[src/common/matmul_settings.svh]
// Design-wide sizes and widths for the 3x3 matrix-multiply datapath
// Shared by the package and every block that needs a count
`ifndef MATMUL_SETTINGS_SVH
`define MATMUL_SETTINGS_SVH

// ------------------------------
// Matrix shape
// ------------------------------
`define MM_ROWS   3  // Rows of A and C
`define MM_INNER  3  // Columns of A, rows of B
`define MM_COLS   3  // Columns of B and C

// Operand banks per matrix
`define MM_BANKS  3

// ------------------------------
// Data widths
// ------------------------------
`define MM_DATA_W 16 // Element width of A and B

// Full product width plus two guard bits for the 3-term sum
`define MM_ACC_W  (2 * `MM_DATA_W + 2)

`endif

[src/common/matmul_pkg.sv]
// Shared types for elements, sums, bank addresses and PE indexing
`default_nettype none

`include "matmul_settings.svh"

package matmul_pkg;

  // ------------------------------
  // Data
  // ------------------------------
  typedef logic [`MM_DATA_W-1:0] elem_t; // A or B element
  typedef logic [`MM_ACC_W-1:0]  acc_t;  // One C sum

  // ------------------------------
  // Addresses
  // ------------------------------
  // One A bank holds one row of A
  typedef logic [$clog2((`MM_ROWS / `MM_BANKS) * `MM_INNER)-1:0] a_addr_t;

  // One B bank holds one column of B
  typedef logic [$clog2(`MM_INNER * (`MM_COLS / `MM_BANKS))-1:0] b_addr_t;

  // Result memory holds all of C
  typedef logic [$clog2(`MM_ROWS * `MM_COLS)-1:0] c_addr_t;

  // ------------------------------
  // PE grid
  // ------------------------------
  // Row-major flat index, row * cols + col
  typedef logic [$clog2(`MM_ROWS * `MM_COLS)-1:0] pe_idx_t;

  typedef logic [`MM_ROWS*`MM_COLS-1:0] pe_mask_t; // One bit per PE

endpackage

`default_nettype wire

[src/result_buffer/result_buffer.sv]
// Nine-entry snapshot of the PE sums with clear, valid flag
// and drain selection toward the result memory
`timescale 1ns/1ps
`default_nettype none

`include "matmul_settings.svh"

module result_buffer (
  input  wire logic                clk,
  input  wire logic                clr_n,
  input  wire logic                capture,    // Take all sums next edge
  input  wire logic                clear,      // Zero entries, wins over capture
  input  wire logic                c_wr,       // Drain write this edge
  input  wire matmul_pkg::pe_idx_t drain_idx,  // Entry being drained
  input  wire matmul_pkg::acc_t    sums [`MM_ROWS*`MM_COLS],
  output matmul_pkg::acc_t         drain_data, // Selected entry, combinational
  output logic                     valid       // Snapshot not yet fully drained
);

  import matmul_pkg::*;

  localparam int N_PE = `MM_ROWS * `MM_COLS;

  // Index of the final entry, its write ends the drain
  localparam pe_idx_t LAST_IDX = pe_idx_t'(N_PE - 1);

  acc_t entry [N_PE]; // Captured sums

  logic last_wr; // Final drain write on this edge

  assign last_wr = valid & c_wr & (drain_idx == LAST_IDX);

  // ------------------------------
  // Snapshot and valid flag
  // ------------------------------
  always_ff @(posedge clk or negedge clr_n)
  begin
    if (!clr_n)
    begin
      entry <= '{default: '0};
      valid <= 1'b0;
    end
    else if (clear)
    begin
      entry <= '{default: '0}; // Later drain writes zeros
      valid <= 1'b0;
    end
    else if (capture)
    begin
      entry <= sums;           // All nine at once
      valid <= 1'b1;
    end
    else if (last_wr)
    begin
      valid <= 1'b0;           // Entries kept, flag only
    end
  end

  // ------------------------------
  // Drain select
  // ------------------------------
  // Indices past the grid read as zero
  always_comb
  begin
    drain_data = '0;
    if (drain_idx < pe_idx_t'(N_PE))
    begin
      drain_data = entry[drain_idx];
    end
  end

endmodule

`default_nettype wire

[config.mk]
export PLATFORM = sky130hd
export DESIGN_NAME = result_buffer
export DESIGN_NICKNAME = d
export VERILOG_FILES = /design/src/common/matmul_pkg.sv /design/src/result_buffer/result_buffer.sv
export VERILOG_INCLUDE_DIRS = /design/src /design/src/common
export SDC_FILE = /design/constraint.sdc
export NUM_CORES = 1
export LEC_CHECK = 0
export BUFFER_PORTS_ARGS = -buffer_cell sky130_fd_sc_hd__buf_4
export CAP_MARGIN = 25
export CORE_ASPECT_RATIO = 1.25
export CORE_MARGIN = 1
export CORE_UTILIZATION = 50
export CTS_CLUSTER_SIZE = 16
export DETAILED_ROUTE_END_ITERATION = 12
export PLACE_DENSITY = 0.75
export SLEW_MARGIN = 5
export SYNTH_ARGS = -nofsm -noshare
export SYNTH_HDL_FRONTEND = slang
export SYNTH_SLANG_ARGS = --single-unit
[constraint.sdc]
create_clock -name clk -period 2.7 [get_ports clk]
set_input_delay 0.27 -clock clk [delete_from_list [all_inputs] [get_ports clk]]
set_output_delay 0.27 -clock clk [all_outputs]
set_load 0.03 [all_outputs]
==> results.yml <==
sta:
  hold_ws_ns: 0.01350
  fin_ws_ns: 0.3336
  fmax_mhz: 422.6
  worst_clock_skew_ns: 0
  tightest_slew_ns: 0.8202
  rsz0062_at_grt: "no"
  slew_headroom_pct: 45.32
  finalSetupTns_ns: 0
  setup_viol: 0
  period_share_pct: 87.64
  fin_crit_ns: 2.366
  finalHoldViolCount: 0
  drv_slew: 0
floorplan:
  die_width_microns: 155.5
  die_height_microns: 193.9
  initial_utilization_pct: 51.38
  io_pins: 350
  dieArea_sq_mm: 0.03015
  core_area_sq_mm: 0.02866
  num_rows: 69
yosys:
  synthAdderAreaFrac_pct: 0
  synth_area_leader_cell: "dfrtp_1"
  synth_top_area_share_pct: 52.16
  avgSynthCellArea_sq_um: 11.51
  yosys.area_share.simple_pct: 10.03
  synth_compound_area_share_pct: 3.390
  synth_top_family_by_area: "multiplexers"
  synth_cell_type_count: 23
  ys_ff_latch: 307
  yosys-top-cells-area: "dfrtp_1, mux2i_1, nor2_1, mux2_2, mux4_2"
  synthMuxAreaShare_pct: 30.96
  synth-seq-area-share_pct: 52.16
  yosys.area_share.xor_xnor_pct: 0
  syn_inst: 1280
  syn_nets: 1595
  yosys_warnings: 0
  netlist_area_sq_mm: 0.01473
clock_network:
  clockRootBuffer: "clkbuf_16"
  cts_made_buffers: 34
  cts.reportedPaths.clkPinSlew_ns: 0.05
  cts_tree: "yes"
  postCtsSetupBuffers: 0
  worstSkewPairLatency_ns: 0.50
  clock_sink_count: 307
  cts_max_level: 2
  clockBufferDepth: 3
grt:
  grt_pass1_vias: 11610
  use_met3_pct: 3.889
  use_met2_pct: 42.10
  grt_busiest_layer: "met2"
  use_met1_pct: 39.77
  grt_max_degree: 104
  grt_pass1_wl_microns: 65270
  antenna_found_initial: 5
  grt_util_all_layers_pct: 28.11
  grt.overflow.total: 0
drt:
  post_drt_via_cell_ratio: 5.455
  drc: 0
  ant_nets: 0
  drt-total-wl_microns: 41780
  vias: 11160
  drtIter0Drc: 675
  wl_per_cell_microns: 20.43
  first_pass_iters: 5
hold_path:
  hold_path.class: "in2reg"
  hold_depth: 3
placed_design:
  dpl.hpwl_microns: 29280
  portBuffers: 349
  gp_congestion: 0.8585
  dp_slack_ns: 0.2997
run:
  maxCapViolCount: 0
critical_path:
  crit_slowest_cell: "buf_6"
  arrival_ns: 2.10
  cp_max_fo: 61
  critPathMostFrequentCell: "buf_4"
  crit_path_max_incr_delay_ns: 0.58
  cp-start-kind: "primary input"
  end_kind: "output pin"
  crit_chain: "buf_6 -> buf_4 -> mux4_2 -> nor2_1 -> o31ai_1 -> buf_4"
  critPathKind: "in2out"
  cp_data_required_time_ns: 2.43
  rr_worst_depth: 2
cells_and_area:
  multi_input_area_sq_mm: 0.006536
  finish.utilization_pct: 67.28
  syn_to_final_growth_pct: 30.94
  register_area_sq_mm: 0.007682
  nFillCells: 2187
  fin_nets: 1939
  layout-drive-gt1-share_pct: 31.76
power:
  p_per_area_mw_per_mm2: 605.6
  leakage_nw: 9.901
  total_power_mw: 11.68
  irDropWorstVdd_v: 0.0003606
outcome:
  status: "complete, no violations"
## state kept, by name, summed over array words and instances (netlist names)
register and cells:
entry 306, valid 1
## power by group
part	leakage [nW]	switching [mW]	internal, mW
sequential	4.07	0.153	4.86
combinational	5.23	0.876	0.870
clock	0.599	1.82	3.10
## metal layers
metal	wire length, microns	vias up
met1	18380	5504
met5	0	-
met2	18920	411
li1	-	5126
met3	2269	114
met4	2215	0
## through the flow
stage               cells  area [sq um]
finish               2045         19280
global route         2045         19280
CTS                  2040         19270
detailed placement   1955         17830
global placement     1955         17830
floorplan            1280         14730
## cells by family after synthesis
logic type | after synthesis
AOI/OAI and AO/OA | 76
buffers and inverters | 101
DFF | 307
muxes | 415
and+or+nand+nor | 381
## synth_stat cells (all sizes together)
library cell	n
o22ai	41
mux2	54
buf	57
nor2	334
nor2b	7
dfrtp	307
a21oi	1
clkbuf	44
o31ai	27
nand2b	2
mux4	27
mux2i	334
or2	1
nor4b	1
o21ai	7
nand2	36
## worst max-delay path, delay by kind of cell
family / cells / cell delay (ns)
buffers and inverters: 3 / 1.05
muxes: 1 / 0.53
and+or+nand+nor: 1 / 0.11
AOI/OAI and AO/OA: 1 / 0.10
## cell type report
type                            count  share of cell area (%)
Antenna cell                        5                 0.06488
Clock buffer                       53                   5.528
Clock inverter                      9                  0.7526
Multi-Input combinational cell    872                   33.89
Sequential cell                   307                   39.84
Tap cell                          390                   2.530
Timing Repair Buffer              409                   17.39
## layout by cell type, fill, tap and decap left out, drive strengths merged, types with 23 or more instances in the layout
cell	n
o31ai	27
o22ai	41
dfrtp	307
mux2	54
dlygate4sd3	23
clkbuf	53
mux4	27
mux2i	334
nand2	36
buf	386
nor2	334
## repair_timing
item,4_1_cts,5_1_grt
gates resized for setup,0,0
endpoints found under the hold margin,87,0
hold buffers,23,0
## final timing paths
check	startpoint	endpoint	slack [ns]
max in group asynchronous	clr_n	entry[146]$_DFFE_PN0P_	1.47
hold reg to reg	entry[172]$_DFFE_PN0P_	entry[172]$_DFFE_PN0P_	0.51
setup reg to reg	entry[34]$_DFFE_PN0P_	entry[34]$_DFFE_PN0P_	1.92
setup / recovery	drain_idx[0]	drain_data[12]	0.33
hold / removal	sums[180]	entry[180]$_DFFE_PN0P_	0.01
min in group asynchronous	clr_n	entry[216]$_DFFE_PN0P_	0.33
No activity file was read; power rests on OpenSTA's default activity.
