$ cat config.mk
export PLATFORM = sky130hd
export DESIGN_NAME = dp_bram_flat
export DESIGN_NICKNAME = d
export VERILOG_FILES = /design/src/common/bank_port_if.sv /design/src/dp_bram.sv /design/src/flat_wrapper.sv
export SDC_FILE = /design/constraint.sdc
export NUM_CORES = 1
export LEC_CHECK = 0
export BUFFER_PORTS_ARGS = -buffer_cell sky130_fd_sc_hd__buf_2
export CAP_MARGIN = 20
export CORE_UTILIZATION = 25
export CTS_BUF_LIST = sky130_fd_sc_hd__clkbuf_8
export DETAILED_ROUTE_END_ITERATION = 10
export HOLD_SLACK_MARGIN = 0.02
export PLACE_DENSITY_LB_ADDON = 0.25
export SLEW_MARGIN = 20
export SYNTH_ARGS = -nofsm -noshare
export SYNTH_HDL_FRONTEND = slang
export SYNTH_SLANG_ARGS = --single-unit
export TNS_END_PERCENT = 1
$ cat constraint.sdc
create_clock -name clk -period 8.8 [get_ports clk]
set_clock_uncertainty 0.05 [all_clocks]
set_input_delay 1.32 -clock clk [delete_from_list [all_inputs] [get_ports clk]]
set_output_delay 1.32 -clock clk [all_outputs]
set_load 0.005 [all_outputs]
$ cat src/common/bank_port_if.sv
// One memory port: enable, write, address, write data and read data
`timescale 1ns/1ps
`default_nettype none

interface bank_port_if #(
  parameter type addr_t = logic [1:0], // Word address
  parameter type data_t = logic [15:0] // Stored word
);

  logic  en;    // Access strobe
  logic  we;    // Write when set, read otherwise
  addr_t addr;
  data_t wdata;
  data_t rdata; // Valid the cycle after a read

  // Side that issues accesses
  modport host (
    output en, we, addr, wdata,
    input  rdata
  );

  // Memory side
  modport mem (
    input  en, we, addr, wdata,
    output rdata
  );

  // Consumer of read data only, e.g. the PE grid
  modport reader (
    input rdata
  );

endinterface

`default_nettype wire

$ cat src/dp_bram.sv
// Synchronous memory with one read/write port and one separate read port
`timescale 1ns/1ps
`default_nettype none

module dp_bram #(
  parameter type addr_t = logic [1:0],  // Address type, sets the depth
  parameter type data_t = logic [15:0]  // Word type
) (
  input  wire logic    clk,
  bank_port_if.mem     wr_port,  // Read/write port
  input  wire logic    rd_en,    // Separate read port strobe
  input  wire addr_t   rd_addr,
  output data_t        rd_data   // Registered, holds when idle
);

  // Every address value maps to a word
  localparam int DEPTH = 2 ** $bits(addr_t);

  data_t mem [DEPTH]; // Storage array

  // ------------------------------
  // Read/write port
  // ------------------------------
  // Write on en+we, read on en alone
  // rdata only changes on a read edge
  always_ff @(posedge clk)
  begin
    if (wr_port.en)
    begin
      if (wr_port.we)
      begin
        mem[wr_port.addr] <= wr_port.wdata; // Write takes effect this edge
      end
      else
      begin
        wr_port.rdata <= mem[wr_port.addr]; // Data out next cycle
      end
    end
  end

  // ------------------------------
  // Read-only port
  // ------------------------------
  always_ff @(posedge clk)
  begin
    if (rd_en)
    begin
      rd_data <= mem[rd_addr]; // One-cycle read latency
    end
  end

  // Same-address write and read on one edge returns the old word
  // on rd_data, since both sides sample mem before the update

endmodule

`default_nettype wire

$ cat src/flat_wrapper.sv
// flat-port wrapper written by rule: the top's interface ports become plain ports
module dp_bram_flat 
#(
  parameter type addr_t = logic [1:0],                                 
  parameter type data_t = logic [15:0]              
)
  (clk, rd_en, rd_addr, rd_data, wr_port_en, wr_port_we, wr_port_addr, wr_port_wdata, wr_port_rdata);
  bank_port_if #(.addr_t(addr_t), .data_t(data_t)) wr_port_i ();
  input  wire logic clk;
  input  wire logic rd_en;
  input  wire addr_t rd_addr;
  output data_t rd_data;
  input wire logic [$bits(wr_port_i.en)-1:0] wr_port_en;
  input wire logic [$bits(wr_port_i.we)-1:0] wr_port_we;
  input wire logic [$bits(wr_port_i.addr)-1:0] wr_port_addr;
  input wire logic [$bits(wr_port_i.wdata)-1:0] wr_port_wdata;
  output wire logic [$bits(wr_port_i.rdata)-1:0] wr_port_rdata;
  assign wr_port_i.en = wr_port_en;
  assign wr_port_i.we = wr_port_we;
  assign wr_port_i.addr = wr_port_addr;
  assign wr_port_i.wdata = wr_port_wdata;
  assign wr_port_rdata = wr_port_i.rdata;
  dp_bram #(.addr_t(addr_t), .data_t(data_t)) u_core (.clk(clk), .wr_port(wr_port_i), .rd_en(rd_en), .rd_addr(rd_addr), .rd_data(rd_data));
endmodule
==> results.md <==
Clock network:
- The cell sitting at the root of the clock tree is a clkbuf_8.
- TritonCTS built the clock tree.
- The H-tree generated during clock tree synthesis spans 3 levels.
- The clock net in this run drives a total of between 90 and 100 sinks.
- Post-CTS repair changed the size of 0 cells.
- Counting the buffers created by CTS gives 9.
- The clock passes through at most 2 buffers.
- The count of hold buffers inserted by post-cts repair is 0.
- Post-CTS timing repair inserted 0 buffers for setup.
- The later pin in the worst-skew pair is clocked with a latency of approximately 0.35 ns.
- The register clock-pin slew on the reported worst setup and hold paths is roughly 0.080 ns.

Setup path:
- The critical-path maximum fanout is 20.
- Traced cell by cell, the critical path runs through buf_2 > and4b_1.
- For the worst setup path, the data required time is 8.73 ns.
- The critical path start-end classification is in -> reg.
- For this design, the slowest cell found on the critical path is and4b_1.
- The element type at the critical path start is an input port.
- For this run, the slowest stage of the critical path takes 0.85 ns.
- The critical path starts at wr_port_addr[0].
- Across all register-to-register paths, the minimum setup slack is 7.57 ns.
- The kind of end point of the critical path is a register.
- In this run the critical register-to-register path is captured at u_core.rd_data[0].
- The buffers plus inverters on the worst setup path is 1.
- The worst register-to-register path begins at u_core.mem[1][0].
- Measured in cells, the most critical reg-to-reg path has a length of 1.
- The kind of cell adding the most delay to the critical path is simple AND/OR/NAND/NOR gates.
- At the worst endpoint, the arrival time is about 2.7 ns.

Logic synthesis:
- Counting instances in the post-synthesis netlist gives the leading cell types as edfxtp_1 (96), mux4_2 (26), mux4_1 (6).
- After synthesis the cells add up to 3730 um^2.
- The most area-hungry cell type in the Yosys netlist is edfxtp_1.
- The most frequently used flop master after synthesis is edfxtp_1.
- The share of the Yosys chip area taken by registers is between 70% and 80%.
- The number of enable flip-flop cells after synthesis is 96.
- The synthesized instance count is roughly 140.
- The synthesized design devotes to its leading area cell type between 70 and 80% of total area.
- During synthesis, Yosys emitted a total of 0 warnings.
- The number of nets handed over by synthesis was about 170.
- The number of flip-flops and latches in the synthesized netlist is 96.
- The synthesized area per cell is 26.5 um^2.
- By area the synthesized netlist is led by edfxtp_1 (77%), mux4_2 (16%), mux4_1 (4.2%).
- The fraction of synthesis flops using an asynchronous set or reset pin is 0%.
- After synthesis, the netlist uses 12 different library cells.
- By instance count, the leading cell after synthesis is edfxtp_1.

Global routing:
- For this run, the total global-route usage over all layers was measured as under 10%.
- The met2 capacity usage during global routing is 17.9%.
- The number of global-route vias before repair is between 1,500 and 2,000.
- Summed over all layers, the global routing overflow is 0.
- Entering global routing, the biggest net connects 21 pins.
- The initial antenna violation count is 0.
- For met1 alone, demand over resource in global routing was between 10% and 20%.
- met2 is the most crowded layer.
- The first-pass GRT wire length is 10,400 um.
- Global routing used 2.01% of the available met3 tracks.

Drt:
- The routed via count divided by cell count is around 4.3.
- The violation count after the first detailed-routing iteration is slightly below 100.
- The number of routed nets with antenna violations is 0.
- After detailed routing, the number of remaining DRC violations is 0.
- The post-detailed-route wirelength per cell is between 15 and 20 um.
- The total iterations of the first detailed-routing run is 4.
- Summed over all layers, the routed wires come to roughly 7000 um.
- The via count of the routed design is between 1,500 and 2,000.

Finish:
- The number of antenna diodes in the final layout is 0.
- The final-stage net count is about 220.
- Compared with the post-synthesis result, the final layout area differs by 17.1%.
- The area of all placed cells without fillers is ~4400 um^2.
- Of the cells placed in the final design, the portion with a size suffix greater than 1 is 46.5%.

Timing:
- Based on the critical path, the design can be clocked at up to about 360 MHz.
- The worst slew margin relative to its limit is between 30% and 40%.
- Hold timing on the final database bottoms out at a slack of between 0.6 and 0.7 ns.
- For the final routed database, the setup TNS stands at 0 ns.
- Setup repair after global routing left no endpoint under its margin.
- The setup slack of the critical path after layout is between 5 and 6 ns.
- The final period demand of the worst path is 2.80 ns.
- The final critical-path share of the clock period is between 30% and 40%.
- The max-slew violation count was 0.
- Setup violations remaining at the end of the flow were counted as 0.
- The count of final hold-check violations is 0.
- The actual transition at the worst max-transition pin is around 0.95 ns.

Die:
- The floorplan core area is between 10,000 and 15,000 um^2.
- The count of boundary I/O pins is 56.
- The floorplan step defined a die boundary enclosing ~15,000 um^2.
- Measured along the y axis, the die boundary spans 124 um.
- For this configuration, the core starts out at a cell density of approximately a quarter.
- In this run the horizontal extent of the chip is between 100 and 150 um.
- After floorplanning, the core was divided into 44 placement rows.

Place:
- The placed instances occupy a cell area of 4190 um^2.
- The setup slack after placement is between 5 and 6 ns.
- The total of buffers placed on input and output ports is 55.
- The HPWL after detailed placement is 4560 um.
- The final estimated routing congestion in global placement is 0.664.

Hold path:
- The path type of the worst min-delay path is reg -> reg.
- The number of cells on the worst hold path is 1.
- The worst hold path terminates at u_core.rd_data[3].
- The startpoint of the tightest hold check path is u_core.mem[0][3].

Pwr:
- Power spread over the standard cell area amounts to just under 200 nW/um^2.
- The share of total power dissipated in sequential elements is ~63%.
- Combinational logic is responsible for 6.5% of the overall power.
- The proportion of power drawn by the clock network is 30.7%.
- IR analysis of the VDD net gives a maximum drop of ~0.000064 V.
- The fraction of power spent switching nets is between 10% and 20%.
- The cell-internal power is about 0.67 mW.
- For this design the static power due to leakage is around 1.5 nW.
- The total power is between 0.8 and 0.9 mW.
- For this design the total switching power over the nets is 0.168 mW.

Run:
- The max-capacitance violation count is 0.

Outcome:
- The flow ran to the end, and the final reports show no timing, DRC or antenna violations.
cell usage in the layout (no fill, tap or decap):
cell type | Yosys | final
and4_1 | 1 | 1
and4b_1 | 2 | 2
buf_2 | 3 | 55
buf_6 | 1 | 1
bufinv_16 | 0 | 1
clkbuf_8 | 0 | 9
clkinv_1 | 0 | 1
edfxtp_1 | 96 | 96
inv_1 | 0 | 2
mux4_1 | 6 | 6
mux4_2 | 26 | 26
nor2b_2 | 0 | 1
nor4bb_4 | 0 | 1
cells by family (layout without fill, tap and decap cells):
| family | Yosys count | in the layout | share of synthesized area, % |
|---|---|---|---|
| mux | 32 | 32 | 19.9 |
| buf+inv | 8 | 69 | 1.64 |
| flops | 96 | 96 | 77.2 |
| simple gates | 5 | 5 | 1.21 |
worst max path at each step:
| stage | endpoint | depth (start not counted) |
|---|---|---|
| global placement | u_core.mem[0][15] | 2 |
| CTS | u_core.mem[0][11] | 2 |
| global route | u_core.mem[1][15] | 2 |
| finish | u_core.mem[1][6] | 2 |
| floorplan | u_core.mem[0][0] | 2 |
| detailed placement | u_core.mem[0][3] | 2 |
power groups by stage:
stage	sequential, mW	clock (mW)	combinational (mW)
finish	0.530	0.259	0.0544
floorplan	0.540	0	0.0309
global placement	0.540	0	0.0558
CTS	0.530	0.267	0.0561
global route	0.532	0.284	0.0599
detailed placement	0.541	0	0.0561
registers in the layout (all words and copies together) (netlist names):
signal and count:
u_core.wr_port.rdata 16, u_core.mem 64, u_core.rd_data 16
through the flow:
step / cells / utilization [%]
CTS: 385 / 30.0
global route: 386 / 30.1
global placement: 372 / 28.9
detailed placement: 372 / 28.9
floorplan: 141 / -
finish: 386 / 30.1
area by class of cell:
cell class | count | area [um^2]
Fill cell | 1419 | 10200
Sequential cell | 96 | 2880
Multi-Input combinational cell | 37 | 806
Timing Repair Buffer | 56 | 287
Tap cell | 184 | 230
Clock buffer | 9 | 124
Clock inverter | 4 | 41.3
layer usage:
metal,up-vias,part of all wire (%),routed length [um]
li1,748,-,-
met1,852,38,2700
met2,46,55,3870
met3,11,4.4,309
met4,0,2.2,156
met5,-,0,0
Power figures use the tool's default switching activity.
